## src/rtl/matrix_root_macros.svh

```systemverilog
/*
  Sizing constants shared by RTL and testbench
  Data width, matrix size and FIFO depth are fixed at build time
*/
`ifndef MATRIX_ROOT_MACROS_SVH
`define MATRIX_ROOT_MACROS_SVH

//////////////////////////////////////////////////
// Datapath widths
//////////////////////////////////////////////////

// Operand A, modulus and result
`define MR_DATA_W 16
// Exponent field, a value of 0 acts as 1
`define MR_EXP_W 4
// Row or column index
`define MR_IDX_W 3

//////////////////////////////////////////////////
// Sizes
//////////////////////////////////////////////////

// Largest row or column count
`define MR_MAX_DIM 8
// Entries in the job FIFO
`define MR_FIFO_DEPTH 4

`endif

```

## src/rtl/matrix_root_pkg.sv

```systemverilog
/*
  Packed types for the matrix root datapath
  Row and column counts in a command must be 1 to MR_MAX_DIM
*/
`include "matrix_root_macros.svh"

package matrix_root_pkg;

  // Job start command
  typedef struct packed {
    logic [$clog2(`MR_MAX_DIM):0] rows;
    logic [$clog2(`MR_MAX_DIM):0] cols;
    logic [`MR_DATA_W-1:0]        modulus;
  } mr_cmd_t;

  // One matrix element, root of a with degree b
  typedef struct packed {
    logic [`MR_DATA_W-1:0] a;
    logic [`MR_EXP_W-1:0]  b;
  } mr_elem_t;

  // Tagged entry in the job FIFO
  typedef struct packed {
    mr_elem_t              elem;
    logic [`MR_DATA_W-1:0] modulus;
    logic [`MR_IDX_W-1:0]  row;
    logic [`MR_IDX_W-1:0]  col;
    logic                  last;
  } mr_job_t;

  // Tagged result
  typedef struct packed {
    logic [`MR_DATA_W-1:0] value;
    logic [`MR_IDX_W-1:0]  row;
    logic [`MR_IDX_W-1:0]  col;
    logic                  last;
  } mr_result_t;

  // Sequencer FSM
  typedef enum logic [1:0] {
    SEQ_IDLE,
    SEQ_WAIT_REQ,
    SEQ_ACK_HIGH,
    SEQ_WAIT_REL
  } seq_state_e;

  // Root engine FSM
  typedef enum logic [2:0] {
    ENG_IDLE,
    ENG_TRIAL,
    ENG_POWER,
    ENG_REDUCE,
    ENG_SEND,
    ENG_WAIT_REL
  } eng_state_e;

endpackage

```

## src/rtl/element_sequencer.sv

```systemverilog
/*
  Takes one job per start, rows and cols of 0 are not supported
  Start is ignored while busy; elements wait while the FIFO is full
*/
`include "matrix_root_macros.svh"

module element_sequencer
  import matrix_root_pkg::*;
(
  input  logic     CLK,
  input  logic     RST,
  input  logic     start,
  input  mr_cmd_t  cmd,
  input  logic     elem_req,
  input  mr_elem_t elem,
  output logic     elem_ack,
  output logic     busy,
  output logic     push_valid,
  output mr_job_t  push_job,
  input  logic     push_ready
);

  seq_state_e           state;
  mr_cmd_t              cmd_q;
  logic [`MR_IDX_W-1:0] row;
  logic [`MR_IDX_W-1:0] col;
  logic                 row_end;
  logic                 col_end;
  logic                 last;

  //////////////////////////////////////////////////
  // Position in the matrix
  //////////////////////////////////////////////////

  // Counts are 1-based, indices 0-based
  assign row_end = ({1'b0, row} == cmd_q.rows - 1'b1);
  assign col_end = ({1'b0, col} == cmd_q.cols - 1'b1);
  assign last    = row_end && col_end;

  //////////////////////////////////////////////////
  // Handshake outputs
  //////////////////////////////////////////////////

  // Ack is a pure state decode, high for the whole ack phase
  assign elem_ack   = (state == SEQ_ACK_HIGH);
  // Busy ends on the same edge as the last ack
  assign busy       = (state != SEQ_IDLE);
  // Offer the element as soon as req is seen
  assign push_valid = (state == SEQ_WAIT_REQ) && elem_req;

  // Tagged job, elem is held stable by the source while req is high
  always_comb begin
    push_job.elem    = elem;
    push_job.modulus = cmd_q.modulus;
    push_job.row     = row;
    push_job.col     = col;
    push_job.last    = last;
  end

  //////////////////////////////////////////////////
  // Control FSM
  //////////////////////////////////////////////////

  always_ff @(posedge CLK or posedge RST) begin
    if (RST) begin
      state <= SEQ_IDLE;
      row   <= '0;
      col   <= '0;
    end else begin
      case (state)
        SEQ_IDLE: begin
          if (start) begin
            row   <= '0;
            col   <= '0;
            state <= SEQ_WAIT_REQ;
          end
        end
        SEQ_WAIT_REQ: begin
          // Push and ack happen together
          if (push_valid && push_ready) begin
            state <= SEQ_ACK_HIGH;
          end
        end
        SEQ_ACK_HIGH: begin
          // Source released req, drop ack
          if (!elem_req) begin
            state <= last ? SEQ_IDLE : SEQ_WAIT_REL;
          end
        end
        SEQ_WAIT_REL: begin
          // Advance in row-major order
          if (col_end) begin
            col <= '0;
            row <= row + 1'b1;
          end else begin
            col <= col + 1'b1;
          end
          state <= SEQ_WAIT_REQ;
        end
        default: state <= SEQ_IDLE;
      endcase
    end
  end

  // Command held for the whole matrix
  always_ff @(posedge CLK) begin
    if (state == SEQ_IDLE && start) begin
      cmd_q <= cmd;
    end
  end

endmodule

```

## src/rtl/job_fifo.sv

```systemverilog
/*
  Registered-output FIFO, a push shows at the head one cycle later
  Push and pop may happen in the same cycle
*/
`include "matrix_root_macros.svh"

module job_fifo
  import matrix_root_pkg::*;
(
  input  logic    CLK,
  input  logic    RST,
  input  logic    push_valid,
  input  mr_job_t push_job,
  output logic    push_ready,
  output logic    pop_valid,
  output mr_job_t pop_job,
  input  logic    pop_ready
);

  localparam int PTR_W = $clog2(`MR_FIFO_DEPTH);
  localparam int CNT_W = $clog2(`MR_FIFO_DEPTH + 1);

  mr_job_t            mem [`MR_FIFO_DEPTH];
  logic [PTR_W-1:0]   wr_ptr;
  logic [PTR_W-1:0]   rd_ptr;
  logic [CNT_W-1:0]   count;
  logic               push_fire;
  logic               pop_fire;

  // Full and empty flags
  assign push_ready = (count != CNT_W'(`MR_FIFO_DEPTH));
  assign pop_valid  = (count != '0);
  assign pop_job    = mem[rd_ptr];

  assign push_fire = push_valid && push_ready;
  assign pop_fire  = pop_valid && pop_ready;

  //////////////////////////////////////////////////
  // Pointers and occupancy
  //////////////////////////////////////////////////

  always_ff @(posedge CLK or posedge RST) begin
    if (RST) begin
      wr_ptr <= '0;
      rd_ptr <= '0;
      count  <= '0;
    end else begin
      if (push_fire) begin
        wr_ptr <= (wr_ptr == PTR_W'(`MR_FIFO_DEPTH - 1)) ? '0 : wr_ptr + 1'b1;
      end
      if (pop_fire) begin
        rd_ptr <= (rd_ptr == PTR_W'(`MR_FIFO_DEPTH - 1)) ? '0 : rd_ptr + 1'b1;
      end
      // Simultaneous push and pop keep the count
      if (push_fire && !pop_fire) begin
        count <= count + 1'b1;
      end else if (pop_fire && !push_fire) begin
        count <= count - 1'b1;
      end
    end
  end

  // Storage
  always_ff @(posedge CLK) begin
    if (push_fire) begin
      mem[wr_ptr] <= push_job;
    end
  end

endmodule

```

## src/rtl/root_engine.sv

```systemverilog
/*
  One job at a time, 16 trial bits, each up to b-1 multiplies plus a compare
  Exponent 0 acts as 1; modulus 0 returns the root unreduced
*/
`include "matrix_root_macros.svh"

module root_engine
  import matrix_root_pkg::*;
(
  input  logic       CLK,
  input  logic       RST,
  input  logic       pop_valid,
  input  mr_job_t    pop_job,
  output logic       pop_ready,
  output logic       res_req,
  output mr_result_t res,
  input  logic       res_ack
);

  localparam int BIT_W = $clog2(`MR_DATA_W);
  localparam logic [BIT_W-1:0]      TOP_BIT  = BIT_W'(`MR_DATA_W - 1);
  localparam logic [`MR_DATA_W-1:0] DATA_ONE = 1;
  localparam logic [`MR_EXP_W-1:0]  EXP_ONE  = 1;

  eng_state_e              state;
  mr_job_t                 job_q;
  logic [`MR_DATA_W-1:0]   root;
  logic [`MR_DATA_W-1:0]   cand;
  logic [`MR_DATA_W-1:0]   prod;
  logic [`MR_DATA_W-1:0]   trial;
  logic [2*`MR_DATA_W-1:0] prod_full;
  logic [BIT_W-1:0]        bit_idx;
  logic [`MR_EXP_W-1:0]    mults_left;
  logic [`MR_EXP_W-1:0]    exp_eff;
  logic                    over;
  logic                    power_done;

  assign pop_ready = (state == ENG_IDLE);
  assign res_req   = (state == ENG_SEND);

  //////////////////////////////////////////////////
  // Trial arithmetic
  //////////////////////////////////////////////////

  assign exp_eff    = (job_q.elem.b == '0) ? EXP_ONE : job_q.elem.b;
  // Candidate root with the current bit set
  assign trial      = root | (DATA_ONE << bit_idx);
  // Both factors stay at or below A, so no overflow in 32 bits
  assign prod_full  = prod * cand;
  // Stop early once the power is known to pass A
  assign power_done = (mults_left == '0) || over;

  //////////////////////////////////////////////////
  // Control FSM
  //////////////////////////////////////////////////

  always_ff @(posedge CLK or posedge RST) begin
    if (RST) begin
      state      <= ENG_IDLE;
      bit_idx    <= '0;
      mults_left <= '0;
      over       <= 1'b0;
    end else begin
      case (state)
        ENG_IDLE: begin
          if (pop_valid) begin
            bit_idx <= TOP_BIT;
            state   <= ENG_TRIAL;
          end
        end
        ENG_TRIAL: begin
          // First power is the candidate itself
          over       <= (trial > job_q.elem.a);
          mults_left <= exp_eff - 1'b1;
          state      <= ENG_POWER;
        end
        ENG_POWER: begin
          if (!power_done) begin
            over       <= (prod_full > {{`MR_DATA_W{1'b0}}, job_q.elem.a});
            mults_left <= mults_left - 1'b1;
          end else if (bit_idx == '0) begin
            state <= ENG_REDUCE;
          end else begin
            bit_idx <= bit_idx - 1'b1;
            state   <= ENG_TRIAL;
          end
        end
        ENG_REDUCE: state <= ENG_SEND;
        ENG_SEND: begin
          if (res_ack) begin
            state <= ENG_WAIT_REL;
          end
        end
        ENG_WAIT_REL: begin
          // Sink must release ack before the next pop
          if (!res_ack) begin
            state <= ENG_IDLE;
          end
        end
        default: state <= ENG_IDLE;
      endcase
    end
  end

  //////////////////////////////////////////////////
  // Datapath
  //////////////////////////////////////////////////

  always_ff @(posedge CLK) begin
    case (state)
      ENG_IDLE: begin
        if (pop_valid) begin
          job_q <= pop_job;
          root  <= '0;
        end
      end
      ENG_TRIAL: begin
        cand <= trial;
        prod <= trial;
      end
      ENG_POWER: begin
        if (!power_done) begin
          prod <= prod_full[`MR_DATA_W-1:0];
        end else if (!over) begin
          // Power fits under A, keep the bit
          root <= cand;
        end
      end
      ENG_REDUCE: begin
        res.value <= (job_q.modulus != '0) ? root % job_q.modulus : root;
        res.row   <= job_q.row;
        res.col   <= job_q.col;
        res.last  <= job_q.last;
      end
      default: ;
    endcase
  end

endmodule

```

## src/rtl/matrix_root_top.sv

```systemverilog
/*
  Element-wise modular integer root over a matrix of up to 8 by 8
  Results leave in input order over a four-phase req/ack port
*/
module matrix_root_top
  import matrix_root_pkg::*;
(
  input  logic       CLK,
  input  logic       RST,
  input  logic       start,
  input  mr_cmd_t    cmd,
  output logic       busy,
  input  logic       elem_req,
  input  mr_elem_t   elem,
  output logic       elem_ack,
  output logic       res_req,
  output mr_result_t res,
  input  logic       res_ack
);

  // Sequencer to FIFO
  logic    push_valid;
  logic    push_ready;
  mr_job_t push_job;
  // FIFO to engine
  logic    pop_valid;
  logic    pop_ready;
  mr_job_t pop_job;

  // Producer, tags incoming elements
  element_sequencer u_sequencer (
    .CLK        (CLK),
    .RST        (RST),
    .start      (start),
    .cmd        (cmd),
    .elem_req   (elem_req),
    .elem       (elem),
    .elem_ack   (elem_ack),
    .busy       (busy),
    .push_valid (push_valid),
    .push_job   (push_job),
    .push_ready (push_ready)
  );

  // Buffer between producer and consumer
  job_fifo u_fifo (
    .CLK        (CLK),
    .RST        (RST),
    .push_valid (push_valid),
    .push_job   (push_job),
    .push_ready (push_ready),
    .pop_valid  (pop_valid),
    .pop_job    (pop_job),
    .pop_ready  (pop_ready)
  );

  // Consumer
  root_engine u_engine (
    .CLK       (CLK),
    .RST       (RST),
    .pop_valid (pop_valid),
    .pop_job   (pop_job),
    .pop_ready (pop_ready),
    .res_req   (res_req),
    .res       (res),
    .res_ack   (res_ack)
  );

endmodule

```

## config.mk

```make
export PLATFORM = sky130hd
export DESIGN_NAME = matrix_root_top
export DESIGN_NICKNAME = d
export VERILOG_FILES = /design/src/rtl/matrix_root_pkg.sv /design/src/rtl/element_sequencer.sv /design/src/rtl/job_fifo.sv /design/src/rtl/root_engine.sv /design/src/rtl/matrix_root_top.sv
export VERILOG_INCLUDE_DIRS = /design/src /design/src/rtl
export SDC_FILE = /design/constraint.sdc
export NUM_CORES = 1
export LEC_CHECK = 0
export ABC_CLOCK_PERIOD_IN_PS = 36700
export BUFFER_PORTS_ARGS = -buffer_cell sky130_fd_sc_hd__buf_2
export CELL_PAD_IN_SITES_DETAIL_PLACEMENT = 0
export CELL_PAD_IN_SITES_GLOBAL_PLACEMENT = 1
export CORE_MARGIN = 2
export CORE_UTILIZATION = 52
export DETAILED_ROUTE_END_ITERATION = 12
export GPL_TIMING_DRIVEN = 0
export PLACE_DENSITY_LB_ADDON = 0.1
export RECOVER_POWER = 50
export SLEW_MARGIN = 30
export SYNTH_ARGS = -nofsm -noshare
export SYNTH_HDL_FRONTEND = slang
export SYNTH_SLANG_ARGS = --single-unit
```

## constraint.sdc

```tcl
create_clock -name CLK -period 36.7 [get_ports CLK]
set_input_delay 7.34 -clock CLK [delete_from_list [all_inputs] [get_ports CLK]]
set_output_delay 7.34 -clock CLK [all_outputs]
set_load 0.02 [all_outputs]
```

Word level (Yosys, flattened, before mapping)

Memories as Yosys holds them, arrays and structs flattened. A register that Yosys moved wholly into a read port is not among the register bits.
Cells that the tools add are included.

Register bits after elaboration: 122
Bits in writable memories: 172
Bits of input ports: 49
Output and inout bits: 26
Word-level logic and storage cells: 130
Memories: 1

$add $sub $neg: 11
Multipliers: 1
Div/mod/pow operators: 1
Magnitude comparators: 2
Equality and inequality tests: 24
Shift-type cells: 1
Muxes and demuxes: 38
Bitwise gates (word level): 1
Reduce and logical (&&, ||, !) cells: 30

Memories:

| memory     | depth | width | read ports | clocked after memory_dff | write ports | line           | text |
|---|---|---|---|---|---|---|---|
| u_fifo.mem | 4     | 43    | 1          | 1                        | 1           | job_fifo.sv:23 | `` mr_job_t mem [`MR_FIFO_DEPTH]; `` |

Operators by type and width:

| kind                   | number |
|---|---|
| $mux W16               | 5 |
| $pmux W16 S2           | 2 |
| $gt A32 B16 Y1         | 1 |
| $mul A16 B16 Y32       | 1 |
| $mux W3                | 9 |
| $mux W4                | 5 |
| $sub A4 B1 Y4 const B  | 5 |
| $pmux W3 S6            | 1 |
| $gt A16 B16 Y1         | 1 |
| $mod A16 B16 Y16       | 1 |
| $or A16 B16 Y16        | 1 |
| $pmux W4 S2            | 2 |
| $reduce_bool A16 Y1    | 1 |
| $shl A1 B4 Y16 const A | 1 |
| $mux W2                | 7 |
| $logic_not A4 Y1       | 3 |
| $ne A2 B2 Y1 const B   | 6 |
| $pmux W3 S2            | 2 |
| $reduce_and A4 Y1      | 3 |
| $ne A2 B1 Y1 const B   | 5 |
| $reduce_bool A2 Y1     | 5 |
| $add A3 B1 Y3 const B  | 3 |
| $eq A2 B2 Y1 const B   | 4 |
| $eq A3 B4 Y1           | 2 |
| other kinds (18)       | 33 |

Depth between registers and ports, before layout

Depth in word-level cells: 7
Mapped depth: 136
Depth with buffers taken out: 125

Cells and area by module

A second synthesis with hierarchy kept.

Cell total of the unflattened synthesis: 2,874
Area total of the unflattened synthesis: 29,912.4 sq um

Modules (own cells, without submodules):

| module            | times used | cells each | area each (sq um) | seq. area each (sq um) |
|---|---|---|---|---|
| root_engine       | 1          | 2,473      | 21,478.1          | 3,723.6 |
| job_fifo          | 1          | 263        | 6,708.9           | 5,340.1 |
| element_sequencer | 1          | 138        | 1,725.4           | 920.9 |

Worst setup path before layout

OpenSTA, ideal clock, no wires.

Path type: flip-flop to flip-flop
Start point: register u_engine.job_q[22] (netlist bit)
End point: register, netlist name u_engine.res[8]
Setup time: 267 ps
Data arrival time: 26,407 ps
Data required time: 36,433 ps
Path slack: 10,026 ps
Stages on the path, launching flop included: 124
Path buffers: 11
Period minus slack after synthesis: 26,674 ps
Path through: edfxtp_1 > buf_6 > nor4_4 > nand4_2 > nor3_1 > a21oi_1 > ha_1 > o21ai_0 > nand2b_1 > a221o_1 > o21ai_0 > ha_1 > a21oi_1 > nand2_1 > a31oi_1 > or2_1 > nand2_1 > o21ai_0 > [88 not listed] > a31oi_1 > or2_2 > clkbuf_1 > clkbuf_1 > buf_1 > o21a_1 > ha_1 > a21o_1 > a21o_1 > a21oi_1 > o21a_1 > a31oi_1 > o21ba_2 > a31oi_1 > clkbuf_1 > nand2_1 > a21oi_1 > a21oi_1

Cells in the longest elaborated chain, start to end: 2
Elaborated cells on any way between the ends: 3
Those cells by class: div: 1; mux: 1; reduce/logical: 1

Ends and longest elaborated chain:

| element                                                 | line               | text |
|---|---|---|
| start, declared                                         | root_engine.sv:26  | `mr_job_t job_q;` |
| start signal, assigned                                  | root_engine.sv:113 | `job_q <= pop_job;` |
| $mod A16 B16 Y16 or $reduce_bool A16 Y1 (tied branches) | root_engine.sv:130 | `res.value <= (job_q.modulus != '0) ? root % job_q.modulus : root;` |
| $mux W16 (*)                                            | root_engine.sv:130 |  |

Every way passes the cells marked *; elsewhere a longest branch is shown, timed or not.
A chain may end at the register's enable or synchronous reset.

Worst setup path after layout

Start point: register u_engine.job_q[14] (netlist bit)
End point: register, netlist name u_engine.res[19]

Cells in the longest elaborated chain, start to end: 2
Elaborated cells on any way between the ends: 3
Those cells by class: div: 1; mux: 1; reduce/logical: 1

Ends and longest elaborated chain:

| element                                                 | line |
|---|---|
| $mod A16 B16 Y16 or $reduce_bool A16 Y1 (tied branches) | root_engine.sv:130 |
| $mux W16 (*)                                            | root_engine.sv:130 |

Marks and branches as above.

==> flow_metrics.env <==
export IMPL_antenna_found_initial=0
export IMPL_pin_count=75
export IMPL_grt_busiest_layer="met2"
export IMPL_firstDrtPassIters=6
export IMPL_path_depth=124
export IMPL_clockRootBuffer="clkbuf_16"
export IMPL_grt_pass1_wl_um=130500
export IMPL_tns_ps=0
export IMPL_relSlewSlack=-0.4419
export IMPL_min_period_ps=33980
export IMPL_syn2layout_area_growth_pct=8.138
export IMPL_drc=0
export IMPL_yosys_top_cells_area="edfxtp_1 31%, fa_1 13%, ha_1 12%"
export IMPL_hp_class="reg -> reg"
export IMPL_synth_edf_count=310
export IMPL_vias=22536
export IMPL_clkSlewWorstSetupHoldPaths_ps=70
export IMPL_grt_max_degree=47
export IMPL_final_nets=3529
export IMPL_port_buffers=74
export IMPL_maxCapViolations=1
export IMPL_cts_inserted_buffers=31
export IMPL_rrSetupSlack_ps=2720
export IMPL_violations="max-capacitance violations, max-slew violations"
export IMPL_drive_above_1_share=0.09818
export IMPL_drt_wl_total_um=82640
export IMPL_die_w_um=244.1
export IMPL_cp_end_kind="register"
export IMPL_clk_path_buf_depth=3
export IMPL_clock_skew_ps=14.89
export IMPL_fp_dieArea_sq_mm=0.05956
export IMPL_synthCells=2877
export IMPL_hold_path_end="u_engine.res[3]"
export IMPL_cts_resized=0
export IMPL_cpPeakStageDelay_ps=710
export IMPL_cp_start_kind="register"
export IMPL_grt_overflow=0
export IMPL_place_hpwl_um=64810
export IMPL_core_area_sq_mm=0.05671
export IMPL_synth_seq_cells=337
export IMPL_ys_types=111
export IMPL_r2r_start="u_engine.job_q[14]"
export IMPL_insertion_delay_ps=590
export IMPL_ant_nets=0
export IMPL_grt_pass1_vias=22892
export IMPL_cts_tree="done"
export IMPL_layout_commonest_cell="inv_1"
export IMPL_yosysSeqAreaShare=0.3332
export IMPL_grtUsageTotal=0.2820
export IMPL_cts_max_level=1
export IMPL_std_cell_rows=87
export IMPL_via_per_inst=5.975
export IMPL_ys_warn_count=0
export IMPL_hold_depth=0
export IMPL_synthFlopType="edfxtp_1"
export IMPL_ff2ff_path_depth=124
export IMPL_synth_top_area_frac=0.3107
export IMPL_cp_slowest_cell="o41ai_1"
export IMPL_synth_area_leader_cell="edfxtp_1"
export IMPL_finalSetupViolCount=0
export IMPL_holdBufCountCts=0
export IMPL_use_met1=0.4154
export IMPL_synth_area_sq_mm=0.02996
export IMPL_first_iter_violations=1961
export IMPL_cp_max_fo=13
export IMPL_synthArstFlopShare=0.08012
export IMPL_critPathTopFamily="compound AO/OA/AOI/OAI gates"
export IMPL_syn_avg_cell_area_sq_um=10.42
export IMPL_final_cell_mix="315 x inv_1, 310 x edfxtp_1, 294 x ha_1, 284 x nand2_1, 196 x fa_1"
export IMPL_holdWs_ps=419.9
export IMPL_tightest_slew_ps=2151
export IMPL_hold_start="u_engine.job_q[3]"
export IMPL_fmax_ghz=0.02943
export IMPL_rsz0062_at_grt="false"
export IMPL_cts_setup_buffers=0
export IMPL_use_met2=0.4381
export IMPL_critPathArrivalTime_ps=34360
export IMPL_crit_path_frequent_cell="ha_1"
export IMPL_clock_sinks=337
export IMPL_run_status="finished, violations left"
export IMPL_initial_core_util=0.5284
export IMPL_finalCritPeriodShare=0.9259
export IMPL_globalplace_congestion=0.9316
export IMPL_crit_required_ps=37080
export IMPL_post_route_util=0.5714
export IMPL_finalHoldViolCount=0
export IMPL_die_h_um=244.1
export IMPL_wl_per_cell_um=21.91
export IMPL_crit_type="reg -> reg"
export IMPL_path_buf_inv=17
export IMPL_use_met3=0.03665
export IMPL_drv_slew=47
export IMPL_syn_nets=3416
export IMPL_timing_rr_end="u_engine.res[19]"
layer usage:
| metal | wire length (um) | up-vias |
|---|---|---|
| li1 | - | 10516 |
| met1 | 37860 | 11114 |
| met3 | 5314 | 145 |
| met5 | 0 | - |
| met4 | 2296 | 0 |
| met2 | 37170 | 761 |
metrics by stage:
step	setup WS, ps	area (sq um)	std cells
global route	754.3	32400	3771
detailed placement	3209	31440	3713
CTS	3066	32450	3771
finish	2718	32400	3772
global placement	3279	31280	3707
floorplan	10030	29970	2877
how the worst max path moves through the flow:
stage / start / end / slack [ps]
after floorplan: u_engine.job_q[22] / u_engine.res[8] / 10030
after global placement: u_engine.job_q[14] / u_engine.res[19] / 3280
after detailed placement: u_engine.job_q[14] / u_engine.res[19] / 3210
after CTS: u_engine.job_q[14] / u_engine.res[19] / 3070
after global routing: u_engine.job_q[14] / u_engine.res[19] / 750
final: u_engine.job_q[14] / u_engine.res[19] / 2720
synthesized netlist by cell type, types with 28 or more instances:
| library cell | instances |
|---|---|
| a21o_1 | 53 |
| a21oi_1 | 138 |
| and2_1 | 133 |
| clkbuf_1 | 71 |
| edfxtp_1 | 310 |
| fa_1 | 196 |
| ha_1 | 294 |
| inv_1 | 317 |
| mux4_2 | 43 |
| nand2_1 | 284 |
| nand3_1 | 49 |
| nand4_1 | 28 |
| nor2_1 | 170 |
| nor3_1 | 55 |
| o21a_1 | 44 |
| o21ai_0 | 91 |
| xnor2_1 | 59 |
| xor2_1 | 42 |
area by class of cell:
class                           count  area (sq um)
Multi-Input combinational cell   2134         18450
Antenna cell                        1         2.502
Clock inverter                     19         165.2
Sequential cell                   337          9985
Inverter                          317          1191
Buffer                             89         367.9
Timing Repair Buffer               80         452.9
Tap cell                          756         945.9
Fill cell                        4888         24310
Clock buffer                       39         845.8
sequential cells by signal, indices dropped and copies added, names as in the netlist, 3 cells and up:
register and count:
u_fifo.mem 172, u_engine.job_q 43, u_engine.res 23, u_engine.cand 16, u_engine.prod 16, u_engine.root 16, u_sequencer.push_job 16, u_sequencer.cmd_q 8
u_engine.bit_idx 4, u_engine.mults_left 4, u_engine.state 3, u_fifo.count 3, u_sequencer.col 3, u_sequencer.row 3
cells by family after synthesis:
kind of cell | after synthesis | synth area share
simple gates | 877 | 0.1458
xor+xnor | 101 | 0.02952
buf+inv | 406 | 0.05199
compound gates | 581 | 0.1382
flops | 337 | 0.3332
fa+ha+maj | 490 | 0.2537
mux | 85 | 0.04760
Power is left out: the tool's default activity adds up to more than one toggle a clock period on the data nets, which glitch-free logic cannot reach.
